`src/hdl/bram_uart_pkg.sv`:
```
package bram_uart_pkg;

localparam int MEM_WIDTH = 32;

// Word addresses, the same values act as command codes
localparam int CTRL_ADDR    = 0;
localparam int DIVIDER_ADDR = 1;
localparam int PARITY_ADDR  = 2;
localparam int TX_DATA_ADDR = 3;
localparam int RX_DATA_ADDR = 4;

typedef enum logic [1:0] {
    PARITY_NONE = 2'd0,
    PARITY_EVEN = 2'd1,
    PARITY_ODD  = 2'd2
} parity_e;

// One memory word, decoded according to the register it came from
typedef union packed {
    struct packed {
        logic [MEM_WIDTH-17:0] unused;
        logic [15:0]           divider;
    } div;
    struct packed {
        logic [MEM_WIDTH-3:0] unused;
        parity_e              parity;
    } par;
    struct packed {
        logic [MEM_WIDTH-9:0] unused;
        logic [7:0]           data;
    } chr;
} mem_word_u;

endpackage

```
`src/hdl/bram_uart_fifo.sv`:
```
`timescale 1ns/1ps

module bram_uart_fifo #(
    parameter int DEPTH = 8,
    parameter int WIDTH = 8
) (
    input  logic             clk_i,
    input  logic             arstn_i,
    input  logic [WIDTH-1:0] s_data_i,
    input  logic             s_valid_i,
    output logic             s_ready_o,
    output logic [WIDTH-1:0] m_data_o,
    output logic             m_valid_o,
    input  logic             m_ready_i
);

localparam int PTR_W = (DEPTH > 1) ? $clog2(DEPTH) : 1;
localparam int CNT_W = $clog2(DEPTH + 1);

logic [WIDTH-1:0] mem_q [DEPTH];
logic [PTR_W-1:0] wr_ptr_q;
logic [PTR_W-1:0] rd_ptr_q;
logic [CNT_W-1:0] count_q;
logic             push;
logic             pop;

assign s_ready_o = (count_q != CNT_W'(DEPTH));
assign m_valid_o = (count_q != '0);
assign m_data_o  = mem_q[rd_ptr_q];
assign push      = s_valid_i & s_ready_o;
assign pop       = m_valid_o & m_ready_i;

always_ff @(posedge clk_i or negedge arstn_i) begin
    if (!arstn_i) begin
        wr_ptr_q <= '0;
        rd_ptr_q <= '0;
        count_q  <= '0;
    end else begin
        if (push) begin
            wr_ptr_q <= (wr_ptr_q == PTR_W'(DEPTH - 1)) ? '0 : wr_ptr_q + 1'b1;
        end
        if (pop) begin
            rd_ptr_q <= (rd_ptr_q == PTR_W'(DEPTH - 1)) ? '0 : rd_ptr_q + 1'b1;
        end
        case ({push, pop})
            2'b10:   count_q <= count_q + 1'b1;
            2'b01:   count_q <= count_q - 1'b1;
            default: count_q <= count_q;
        endcase
    end
end

always_ff @(posedge clk_i) begin
    if (push) begin
        mem_q[wr_ptr_q] <= s_data_i;
    end
end

endmodule

```
`src/hdl/bram_uart_tx.sv`:
```
`timescale 1ns/1ps

module bram_uart_tx
    import bram_uart_pkg::*;
(
    input  logic        clk_i,
    input  logic        arstn_i,
    input  logic [15:0] divider_i,
    input  parity_e     parity_i,
    input  logic [7:0]  s_data_i,
    input  logic        s_valid_i,
    output logic        s_ready_o,
    output logic        uart_tx_o
);

typedef enum logic [2:0] {
    IDLE,
    START,
    DATA,
    PARITY,
    STOP
} state_e;

state_e      state_q;
logic [15:0] cnt_q;
logic [2:0]  bit_q;
logic [7:0]  shift_q;
logic        par_q;
logic        par_en;
logic        bit_end;

assign s_ready_o = (state_q == IDLE);
assign bit_end   = (cnt_q == divider_i - 16'd1);
assign par_en    = (parity_i == PARITY_EVEN) || (parity_i == PARITY_ODD);

always_ff @(posedge clk_i or negedge arstn_i) begin
    if (!arstn_i) begin
        state_q   <= IDLE;
        cnt_q     <= '0;
        bit_q     <= '0;
        uart_tx_o <= 1'b1;
    end else begin
        cnt_q <= (bit_end || state_q == IDLE) ? '0 : cnt_q + 16'd1;
        case (state_q)
            IDLE: begin
                if (s_valid_i) begin
                    state_q   <= START;
                    uart_tx_o <= 1'b0;
                end
            end
            START: begin
                if (bit_end) begin
                    state_q   <= DATA;
                    bit_q     <= '0;
                    uart_tx_o <= shift_q[0];
                end
            end
            DATA: begin
                if (bit_end) begin
                    bit_q <= bit_q + 3'd1;
                    if (bit_q != 3'd7) begin
                        uart_tx_o <= shift_q[1];
                    end else if (par_en) begin
                        state_q   <= PARITY;
                        uart_tx_o <= par_q;
                    end else begin
                        state_q   <= STOP;
                        uart_tx_o <= 1'b1;
                    end
                end
            end
            PARITY: begin
                if (bit_end) begin
                    state_q   <= STOP;
                    uart_tx_o <= 1'b1;
                end
            end
            STOP: begin
                if (bit_end) begin
                    state_q <= IDLE;
                end
            end
            default: state_q <= IDLE;
        endcase
    end
end

// Even parity bit equals the XOR of the data, odd parity its inverse
always_ff @(posedge clk_i) begin
    if (s_valid_i && s_ready_o) begin
        shift_q <= s_data_i;
        par_q   <= (^s_data_i) ^ (parity_i == PARITY_ODD);
    end else if (state_q == DATA && bit_end) begin
        shift_q <= shift_q >> 1;
    end
end

endmodule

```
`src/hdl/bram_uart_rx.sv`:
```
`timescale 1ns/1ps

module bram_uart_rx
    import bram_uart_pkg::*;
(
    input  logic        clk_i,
    input  logic        arstn_i,
    input  logic [15:0] divider_i,
    input  parity_e     parity_i,
    input  logic        uart_rx_i,
    output logic [7:0]  m_data_o,
    output logic        m_valid_o
);

typedef enum logic [2:0] {
    IDLE,
    START,
    DATA,
    PARITY,
    STOP
} state_e;

state_e      state_q;
logic [2:0]  sync_q;
logic [15:0] cnt_q;
logic [2:0]  bit_q;
logic [7:0]  shift_q;
logic        par_ok_q;
logic        rx_s;
logic        fall;
logic        par_en;
logic        sample;

// Two synchronizer flops, the third keeps the previous level for edge detection
assign rx_s   = sync_q[1];
assign fall   = sync_q[2] & ~sync_q[1];
assign par_en = (parity_i == PARITY_EVEN) || (parity_i == PARITY_ODD);
// Start bit checked at mid-bit, then one sample per bit period
assign sample = (state_q == START) ? (cnt_q == (divider_i >> 1))
                                   : (cnt_q == divider_i - 16'd1);

always_ff @(posedge clk_i or negedge arstn_i) begin
    if (!arstn_i) begin
        state_q   <= IDLE;
        sync_q    <= '1;
        cnt_q     <= '0;
        bit_q     <= '0;
        par_ok_q  <= 1'b0;
        m_valid_o <= 1'b0;
    end else begin
        sync_q    <= {sync_q[1:0], uart_rx_i};
        m_valid_o <= 1'b0;
        cnt_q     <= (sample || state_q == IDLE) ? '0 : cnt_q + 16'd1;
        case (state_q)
            IDLE: begin
                if (fall) begin
                    state_q <= START;
                end
            end
            START: begin
                if (sample) begin
                    // Line back high means a glitch, not a start bit
                    state_q  <= rx_s ? IDLE : DATA;
                    bit_q    <= '0;
                    par_ok_q <= 1'b1;
                end
            end
            DATA: begin
                if (sample) begin
                    bit_q <= bit_q + 3'd1;
                    if (bit_q == 3'd7) begin
                        state_q <= par_en ? PARITY : STOP;
                    end
                end
            end
            PARITY: begin
                if (sample) begin
                    par_ok_q <= (rx_s == ((^shift_q) ^ (parity_i == PARITY_ODD)));
                    state_q  <= STOP;
                end
            end
            STOP: begin
                if (sample) begin
                    m_valid_o <= rx_s & par_ok_q;
                    state_q   <= IDLE;
                end
            end
            default: state_q <= IDLE;
        endcase
    end
end

always_ff @(posedge clk_i) begin
    if (state_q == DATA && sample) begin
        shift_q <= {rx_s, shift_q[7:1]};
    end
end

assign m_data_o = shift_q;

endmodule

```
`src/hdl/bram_uart_dpram.sv`:
```
`timescale 1ns/1ps

module bram_uart_dpram
    import bram_uart_pkg::*;
#(
    parameter int MEM_ADDR_WIDTH = 4
) (
    input  logic                      clk_i,
    input  logic                      arstn_i,
    input  logic                      wb_cyc_i,
    input  logic                      wb_stb_i,
    input  logic                      wb_we_i,
    input  logic [MEM_ADDR_WIDTH-1:0] wb_adr_i,
    input  logic [MEM_WIDTH-1:0]      wb_dat_i,
    input  logic [MEM_WIDTH/8-1:0]    wb_sel_i,
    output logic [MEM_WIDTH-1:0]      wb_dat_o,
    output logic                      wb_ack_o,
    input  logic [MEM_ADDR_WIDTH-1:0] b_addr_i,
    input  logic [MEM_WIDTH-1:0]      b_wdata_i,
    input  logic                      b_we_i,
    output logic [MEM_WIDTH-1:0]      b_rdata_o
);

localparam int WORDS = 2 ** MEM_ADDR_WIDTH;
localparam int LANES = MEM_WIDTH / 8;

logic [MEM_WIDTH-1:0] mem_q [WORDS];
logic                 ack_q;
logic                 wb_req;

assign wb_req   = wb_cyc_i & wb_stb_i & ~ack_q;
// A dropped strobe takes the ack away in the same cycle
assign wb_ack_o = ack_q & wb_cyc_i & wb_stb_i;

always_ff @(posedge clk_i or negedge arstn_i) begin
    if (!arstn_i) begin
        ack_q <= 1'b0;
        for (int i = 0; i < WORDS; i++) begin
            mem_q[i] <= '0;
        end
    end else begin
        ack_q <= wb_req;
        if (wb_req && wb_we_i) begin
            for (int l = 0; l < LANES; l++) begin
                if (wb_sel_i[l]) begin
                    mem_q[wb_adr_i][l*8 +: 8] <= wb_dat_i[l*8 +: 8];
                end
            end
        end
        if (b_we_i) begin
            mem_q[b_addr_i] <= b_wdata_i;
        end
    end
end

always_ff @(posedge clk_i) begin
    if (wb_req) begin
        wb_dat_o <= mem_q[wb_adr_i];
    end
    b_rdata_o <= mem_q[b_addr_i];
end

endmodule

```
`src/hdl/bram_uart_ctrl.sv`:
```
`timescale 1ns/1ps

module bram_uart_ctrl
    import bram_uart_pkg::*;
#(
    parameter int FIFO_DEPTH     = 8,
    parameter int MEM_ADDR_WIDTH = 4
) (
    input  logic                      clk_i,
    input  logic                      arstn_i,
    input  logic [MEM_WIDTH-1:0]      mem_rdata_i,
    output logic [MEM_ADDR_WIDTH-1:0] mem_addr_o,
    output logic [MEM_WIDTH-1:0]      mem_wdata_o,
    output logic                      mem_we_o,
    input  logic                      uart_rx_i,
    output logic                      uart_tx_o
);

localparam logic [15:0] DIVIDER_RESET = 16'd16;

typedef enum logic [3:0] {
    ST_POLL,
    ST_POLL_WAIT,
    ST_DECODE,
    ST_FETCH,
    ST_WAIT,
    ST_LOAD,
    ST_TX_PUSH,
    ST_RX_WAIT,
    ST_DONE,
    ST_CLEAR
} state_e;

state_e      state_q;
mem_word_u   rd_word;
logic [15:0] divider_q;
parity_e     parity_q;
logic [7:0]  tx_data_q;
logic        tx_valid_q;
logic        tx_ready;
logic [7:0]  txf_data;
logic        txf_valid;
logic        txf_ready;
logic [7:0]  rx_data;
logic        rx_valid;
logic [7:0]  rxf_data;
logic        rxf_valid;
logic        rxf_ready;

assign rd_word   = mem_rdata_i;
assign rxf_ready = (state_q == ST_RX_WAIT);

// ##############################
// Command sequencer
// ##############################

always_ff @(posedge clk_i or negedge arstn_i) begin
    if (!arstn_i) begin
        state_q     <= ST_POLL;
        mem_addr_o  <= MEM_ADDR_WIDTH'(CTRL_ADDR);
        mem_wdata_o <= '0;
        mem_we_o    <= 1'b0;
        divider_q   <= DIVIDER_RESET;
        parity_q    <= PARITY_NONE;
        tx_valid_q  <= 1'b0;
    end else begin
        case (state_q)
            ST_POLL: begin
                mem_addr_o <= MEM_ADDR_WIDTH'(CTRL_ADDR);
                state_q    <= ST_POLL_WAIT;
            end
            ST_POLL_WAIT: state_q <= ST_DECODE;
            ST_DECODE: begin
                case (mem_rdata_i)
                    MEM_WIDTH'(DIVIDER_ADDR),
                    MEM_WIDTH'(PARITY_ADDR),
                    MEM_WIDTH'(TX_DATA_ADDR): begin
                        // Command code doubles as the target word address
                        mem_addr_o <= mem_rdata_i[MEM_ADDR_WIDTH-1:0];
                        state_q    <= ST_FETCH;
                    end
                    MEM_WIDTH'(RX_DATA_ADDR): state_q <= ST_RX_WAIT;
                    // Idle or unknown code stays in place
                    default: state_q <= ST_POLL;
                endcase
            end
            ST_FETCH: state_q <= ST_WAIT;
            ST_WAIT:  state_q <= ST_LOAD;
            ST_LOAD: begin
                if (mem_addr_o == MEM_ADDR_WIDTH'(DIVIDER_ADDR)) begin
                    divider_q <= rd_word.div.divider;
                    state_q   <= ST_DONE;
                end else if (mem_addr_o == MEM_ADDR_WIDTH'(PARITY_ADDR)) begin
                    parity_q <= rd_word.par.parity;
                    state_q  <= ST_DONE;
                end else begin
                    tx_valid_q <= 1'b1;
                    state_q    <= ST_TX_PUSH;
                end
            end
            // Stalls here while the TX FIFO is full
            ST_TX_PUSH: begin
                if (tx_valid_q && tx_ready) begin
                    tx_valid_q <= 1'b0;
                    state_q    <= ST_DONE;
                end
            end
            ST_RX_WAIT: begin
                if (rxf_valid) begin
                    mem_addr_o  <= MEM_ADDR_WIDTH'(RX_DATA_ADDR);
                    mem_wdata_o <= MEM_WIDTH'(rxf_data);
                    mem_we_o    <= 1'b1;
                    state_q     <= ST_DONE;
                end
            end
            ST_DONE: begin
                mem_addr_o  <= MEM_ADDR_WIDTH'(CTRL_ADDR);
                mem_wdata_o <= '0;
                mem_we_o    <= 1'b1;
                state_q     <= ST_CLEAR;
            end
            ST_CLEAR: begin
                mem_we_o <= 1'b0;
                state_q  <= ST_POLL;
            end
            default: state_q <= ST_POLL;
        endcase
    end
end

always_ff @(posedge clk_i) begin
    if (state_q == ST_LOAD) begin
        tx_data_q <= rd_word.chr.data;
    end
end

// ##############################
// FIFOs and bit engines
// ##############################

bram_uart_fifo #(
    .DEPTH     (FIFO_DEPTH),
    .WIDTH     (8         )
) u_tx_fifo (
    .clk_i     (clk_i     ),
    .arstn_i   (arstn_i   ),
    .s_data_i  (tx_data_q ),
    .s_valid_i (tx_valid_q),
    .s_ready_o (tx_ready  ),
    .m_data_o  (txf_data  ),
    .m_valid_o (txf_valid ),
    .m_ready_i (txf_ready )
);

bram_uart_tx u_tx (
    .clk_i     (clk_i     ),
    .arstn_i   (arstn_i   ),
    .divider_i (divider_q ),
    .parity_i  (parity_q  ),
    .s_data_i  (txf_data  ),
    .s_valid_i (txf_valid ),
    .s_ready_o (txf_ready ),
    .uart_tx_o (uart_tx_o )
);

bram_uart_rx u_rx (
    .clk_i     (clk_i     ),
    .arstn_i   (arstn_i   ),
    .divider_i (divider_q ),
    .parity_i  (parity_q  ),
    .uart_rx_i (uart_rx_i ),
    .m_data_o  (rx_data   ),
    .m_valid_o (rx_valid  )
);

// No back-pressure toward the deserializer, a full FIFO drops the byte
bram_uart_fifo #(
    .DEPTH     (FIFO_DEPTH),
    .WIDTH     (8         )
) u_rx_fifo (
    .clk_i     (clk_i     ),
    .arstn_i   (arstn_i   ),
    .s_data_i  (rx_data   ),
    .s_valid_i (rx_valid  ),
    .s_ready_o (          ),
    .m_data_o  (rxf_data  ),
    .m_valid_o (rxf_valid ),
    .m_ready_i (rxf_ready )
);

endmodule

```
`src/hdl/bram_uart_top.sv`:
```
`timescale 1ns/1ps

module bram_uart_top
    import bram_uart_pkg::*;
#(
    parameter int FIFO_DEPTH     = 8,
    parameter int MEM_ADDR_WIDTH = 4
) (
    input  logic                      clk_i,
    input  logic                      arstn_i,
    input  logic                      wb_cyc_i,
    input  logic                      wb_stb_i,
    input  logic                      wb_we_i,
    input  logic [MEM_ADDR_WIDTH-1:0] wb_adr_i,
    input  logic [MEM_WIDTH-1:0]      wb_dat_i,
    input  logic [MEM_WIDTH/8-1:0]    wb_sel_i,
    output logic [MEM_WIDTH-1:0]      wb_dat_o,
    output logic                      wb_ack_o,
    input  logic                      uart_rx_i,
    output logic                      uart_tx_o
);

logic [MEM_ADDR_WIDTH-1:0] mem_addr;
logic [MEM_WIDTH-1:0]      mem_wdata;
logic [MEM_WIDTH-1:0]      mem_rdata;
logic                      mem_we;

bram_uart_dpram #(
    .MEM_ADDR_WIDTH (MEM_ADDR_WIDTH)
) u_dpram (
    .clk_i     (clk_i    ),
    .arstn_i   (arstn_i  ),
    .wb_cyc_i  (wb_cyc_i ),
    .wb_stb_i  (wb_stb_i ),
    .wb_we_i   (wb_we_i  ),
    .wb_adr_i  (wb_adr_i ),
    .wb_dat_i  (wb_dat_i ),
    .wb_sel_i  (wb_sel_i ),
    .wb_dat_o  (wb_dat_o ),
    .wb_ack_o  (wb_ack_o ),
    .b_addr_i  (mem_addr ),
    .b_wdata_i (mem_wdata),
    .b_we_i    (mem_we   ),
    .b_rdata_o (mem_rdata)
);

bram_uart_ctrl #(
    .FIFO_DEPTH     (FIFO_DEPTH    ),
    .MEM_ADDR_WIDTH (MEM_ADDR_WIDTH)
) u_ctrl (
    .clk_i       (clk_i    ),
    .arstn_i     (arstn_i  ),
    .mem_rdata_i (mem_rdata),
    .mem_addr_o  (mem_addr ),
    .mem_wdata_o (mem_wdata),
    .mem_we_o    (mem_we   ),
    .uart_rx_i   (uart_rx_i),
    .uart_tx_o   (uart_tx_o)
);

endmodule

```
`config.mk`:
```
export PLATFORM = sky130hd
export DESIGN_NAME = bram_uart_top
export DESIGN_NICKNAME = d
export VERILOG_FILES = /design/src/hdl/bram_uart_pkg.sv /design/src/hdl/bram_uart_fifo.sv /design/src/hdl/bram_uart_tx.sv /design/src/hdl/bram_uart_rx.sv /design/src/hdl/bram_uart_dpram.sv /design/src/hdl/bram_uart_ctrl.sv /design/src/hdl/bram_uart_top.sv
export SDC_FILE = /design/constraint.sdc
export NUM_CORES = 2
export LEC_CHECK = 0
export BUFFER_PORTS_ARGS = -buffer_cell sky130_fd_sc_hd__buf_4
export CORE_ASPECT_RATIO = 0.5
export CORE_MARGIN = 10
export CORE_UTILIZATION = 46
export DETAILED_ROUTE_END_ITERATION = 10
export PLACE_DENSITY = 0.66
export SLEW_MARGIN = 40
export SYNTH_ARGS = -nofsm -noshare
export SYNTH_HDL_FRONTEND = slang
export SYNTH_SLANG_ARGS = --single-unit
```
`constraint.sdc`:
```
create_clock -name clk_i -period 5.2 [get_ports clk_i]
set_input_delay 1.56 -clock clk_i [delete_from_list [all_inputs] [get_ports clk_i]]
set_output_delay 1.56 -clock clk_i [all_outputs]
set_load 0.05 [all_outputs]
```
==> out/metrics.csv <==
metric,value,unit
worst-path-buf-inv,1,
cts_tree,done,
crit_share_post_route,72.6,%
final_layout_size_suffix_gt1_share,20.7,%
totalPowerFinal,15.4,mW
tns,0,ps
synth.net_count,3890,
initial_antenna_violation_count,2,
groute.usage.overall,24.5,%
path_max_fanout,12,
drc,0,
fin_util,52.2,%
max_freq,265,MHz
postSynth.topFlopCell,dfrtp_1,
whs,358,ps
synthesis.area,43400,µm²
fin_worst_skew,31.7,ps
power.density_cell_area,316,nW/µm²
io_pins,80,
seq_cells_post_synth,836,
setup_violations,0,
die_x,454,µm
cpMaxStageDelayCell,nor3b_2,
final_common_cell,nand2_1,
hold_class,flop to flop,
cts.reportedPaths.clkPinSlew,60,ps
startpoint_type,flop,
min_period,3780,ps
placement.io_buffers,79,
max_slew.worst_pin.slew,861,ps
ctsResizeCount,0,
ctsHtreeMaxLevel,3,
globalRoute.totalOverflow,0,
clock_latency,680,ps
gpl.final_weighted_congestion,0.902,
cellLeakagePower,18.7,nW
route.vias.total,33042,
crit_family,simple AND/OR/NAND/NOR gates,
core.rowCount,79,
clockRootBuffer,clkbuf_16,
cts_inserted_buffers,81,
worst_path_largest_cell_delay,510,ps
dp_hpwl,86700,µm
route.detailed.wl_per_inst,26.5,µm
fillers,7788,
slew_headroom,42.5,%
design.core.area,93200,µm²
drt-total-wl,134000,µm
synthesized_area_divided_by_synthesized_cell_count,11.4,µm²
irDropWorstVdd,232,µV
worstPathRequired,5740,ps
finalNetCount,3815,
wire_length_of_the_first_global_routing_pass,205000,µm
edff_count_synth,185,
avgViaCountPerCell,6.52,
status,completed,
grt_max_degree,87,
ant_nets,0,
hold_violations,0,
yosys_warnings,0,
critPathArrivalTime,4320,ps
synthesis.instances,3820,
grt_pass1_vias,32826,
die-area,108000,µm²
placedInstanceArea,45800,µm²
final_std_cell_area_no_fill,48700,µm²
rsz_0062_raised_after_global_routing,no,
layout_common_cells,"nand2_1 (651), dfrtp_1 (607), nand3_1 (434)",
floorplan.die.height,237,µm
floorplan.initialDensity,46.5,%
regToRegSetupSlack,1420,ps
report.final.slew_viol_count,0,
cts_sinks,836,
dr.pass1.iters,6,
synth.yosys.seq_area_share,50.0,%
worstSetupEndpointType,flop,
cts_max_path_buffers,3,
drt_iter0_markers,4400,
path_cells,inv_1 -> ha_1 -> nor3b_2 -> nand4b_1 -> xnor2_1 -> a221o_1 -> nor4_4 -> o2111ai_2 -> nor3b_1 -> mux2_1,
area.growth.synth_to_final,12.3,%
cts_hold_buffers,0,
synth.distinct_cells,77,
drv_cap,0,
synthArstFlopShare,74.0,%
postCtsSetupBuffers,0,
critical_path_class,flop to flop,
## routing by layer
layer | part of all wire (%) | wire length, µm | GRT usage, % | up-vias
met5 | 0.0097 | 13 | 0 | -
met4 | 4.4 | 5870 | 10.2 | 2
met3 | 11 | 14200 | 6.24 | 383
met2 | 46 | 61900 | 37.8 | 1963
met1 | 39 | 52400 | 33.0 | 16815
li1 | - | - | - | 13879
## power by group
part	total [mW]	internal [mW]	switching (mW)
sequential	7.36	7.04	0.326
clock	6.39	3.70	2.69
combinational	1.64	0.728	0.912
total	15.4	11.5	3.93
## kinds of logic after synthesis
group | share of synthesized area (%)
buffers and inverters | 3.39
flip-flops | 50.0
adder cells (fa/ha/maj) | 0.727
AND/OR/NAND/NOR | 13.7
multiplexers | 22.3
XOR/XNOR | 1.98
AO/OA/AOI/OAI | 7.89
## area by class of cell
type	count	area [µm²]	share of cell area (%)
clock inverter	31	384	0.789
multi-input combinational	2602	20600	42.2
antenna	1	2.50	0.00514
timing repair buffer	198	1900	3.90
tap	1255	1570	3.22
clock buffer	120	2470	5.07
sequential	836	21700	44.6
inverter	26	97.6	0.200
## Yosys cell counts, types with 4 or more instances
master	count	share of area, %
o21ai_0	164	1.9
mux2i_1	148	3.4
xor2_1	33	0.67
nand2b_1	21	0.30
a21o_1	6	0.10
o211ai_1	4	0.069
and3_1	14	0.20
o31ai_1	9	0.16
nand4_1	4	0.058
nor4_1	20	0.29
dfxtp_1	32	1.5
clkbuf_1	278	2.4
a31oi_1	4	0.058
nand3_1	434	5.0
dfstp_2	5	0.30
nand2_1	651	5.6
ha_1	22	0.63
buf_2	8	0.092
edfxtp_1	185	13
nor2b_1	6	0.087
inv_1	26	0.23
buf_1	66	0.57
and2_1	4	0.058
o2111ai_1	4	0.081
xnor2_1	65	1.3
nor2_1	97	0.84
or4_1	6	0.10
nor3_1	33	0.38
mux4_2	352	18
a211oi_1	4	0.069
nor3b_1	5	0.087
dfrtp_1	614	35
a21oi_1	397	4.6
mux2_2	23	0.60
## per-stage QoR
stage	std cells	worst slack, ps
6_report	5069	1420
5_1_grt	5069	1020
4_1_cts	5067	1400
3_5_place_dp	4916	1270
3_3_place_gp	4900	1300
2_1_floorplan	3820	624
## worst paths after layout
kind,from,end,cells past startpoint
min in group asynchronous,arstn_i,u_dpram.mem_q[188],1
hold reg to reg,u_ctrl.u_rx.sync_q[0],u_ctrl.u_rx.sync_q[1],0
max in group asynchronous,arstn_i,u_ctrl.u_rx.sync_q[0],3
setup / recovery,u_ctrl.divider_q[0],u_ctrl.u_rx.par_ok_q,10
setup reg to reg,u_ctrl.divider_q[0],u_ctrl.u_rx.par_ok_q,10
hold / removal,u_ctrl.u_rx.sync_q[0],u_ctrl.u_rx.sync_q[1],0
## registers in the layout (all words and copies together), names as in the netlist, 16 cells and up
signal / flops
u_ctrl.u_rx_fifo.mem_q: 64
u_ctrl.u_rx.cnt_q: 16
u_ctrl.divider_q: 16
u_dpram.mem_q: 512
u_dpram.wb_dat_o: 32
u_ctrl.u_tx_fifo.mem_q: 64
u_ctrl.u_tx.cnt_q: 16
u_dpram.b_rdata_o: 32
Note: power is estimated with default switching activity, not from simulation.
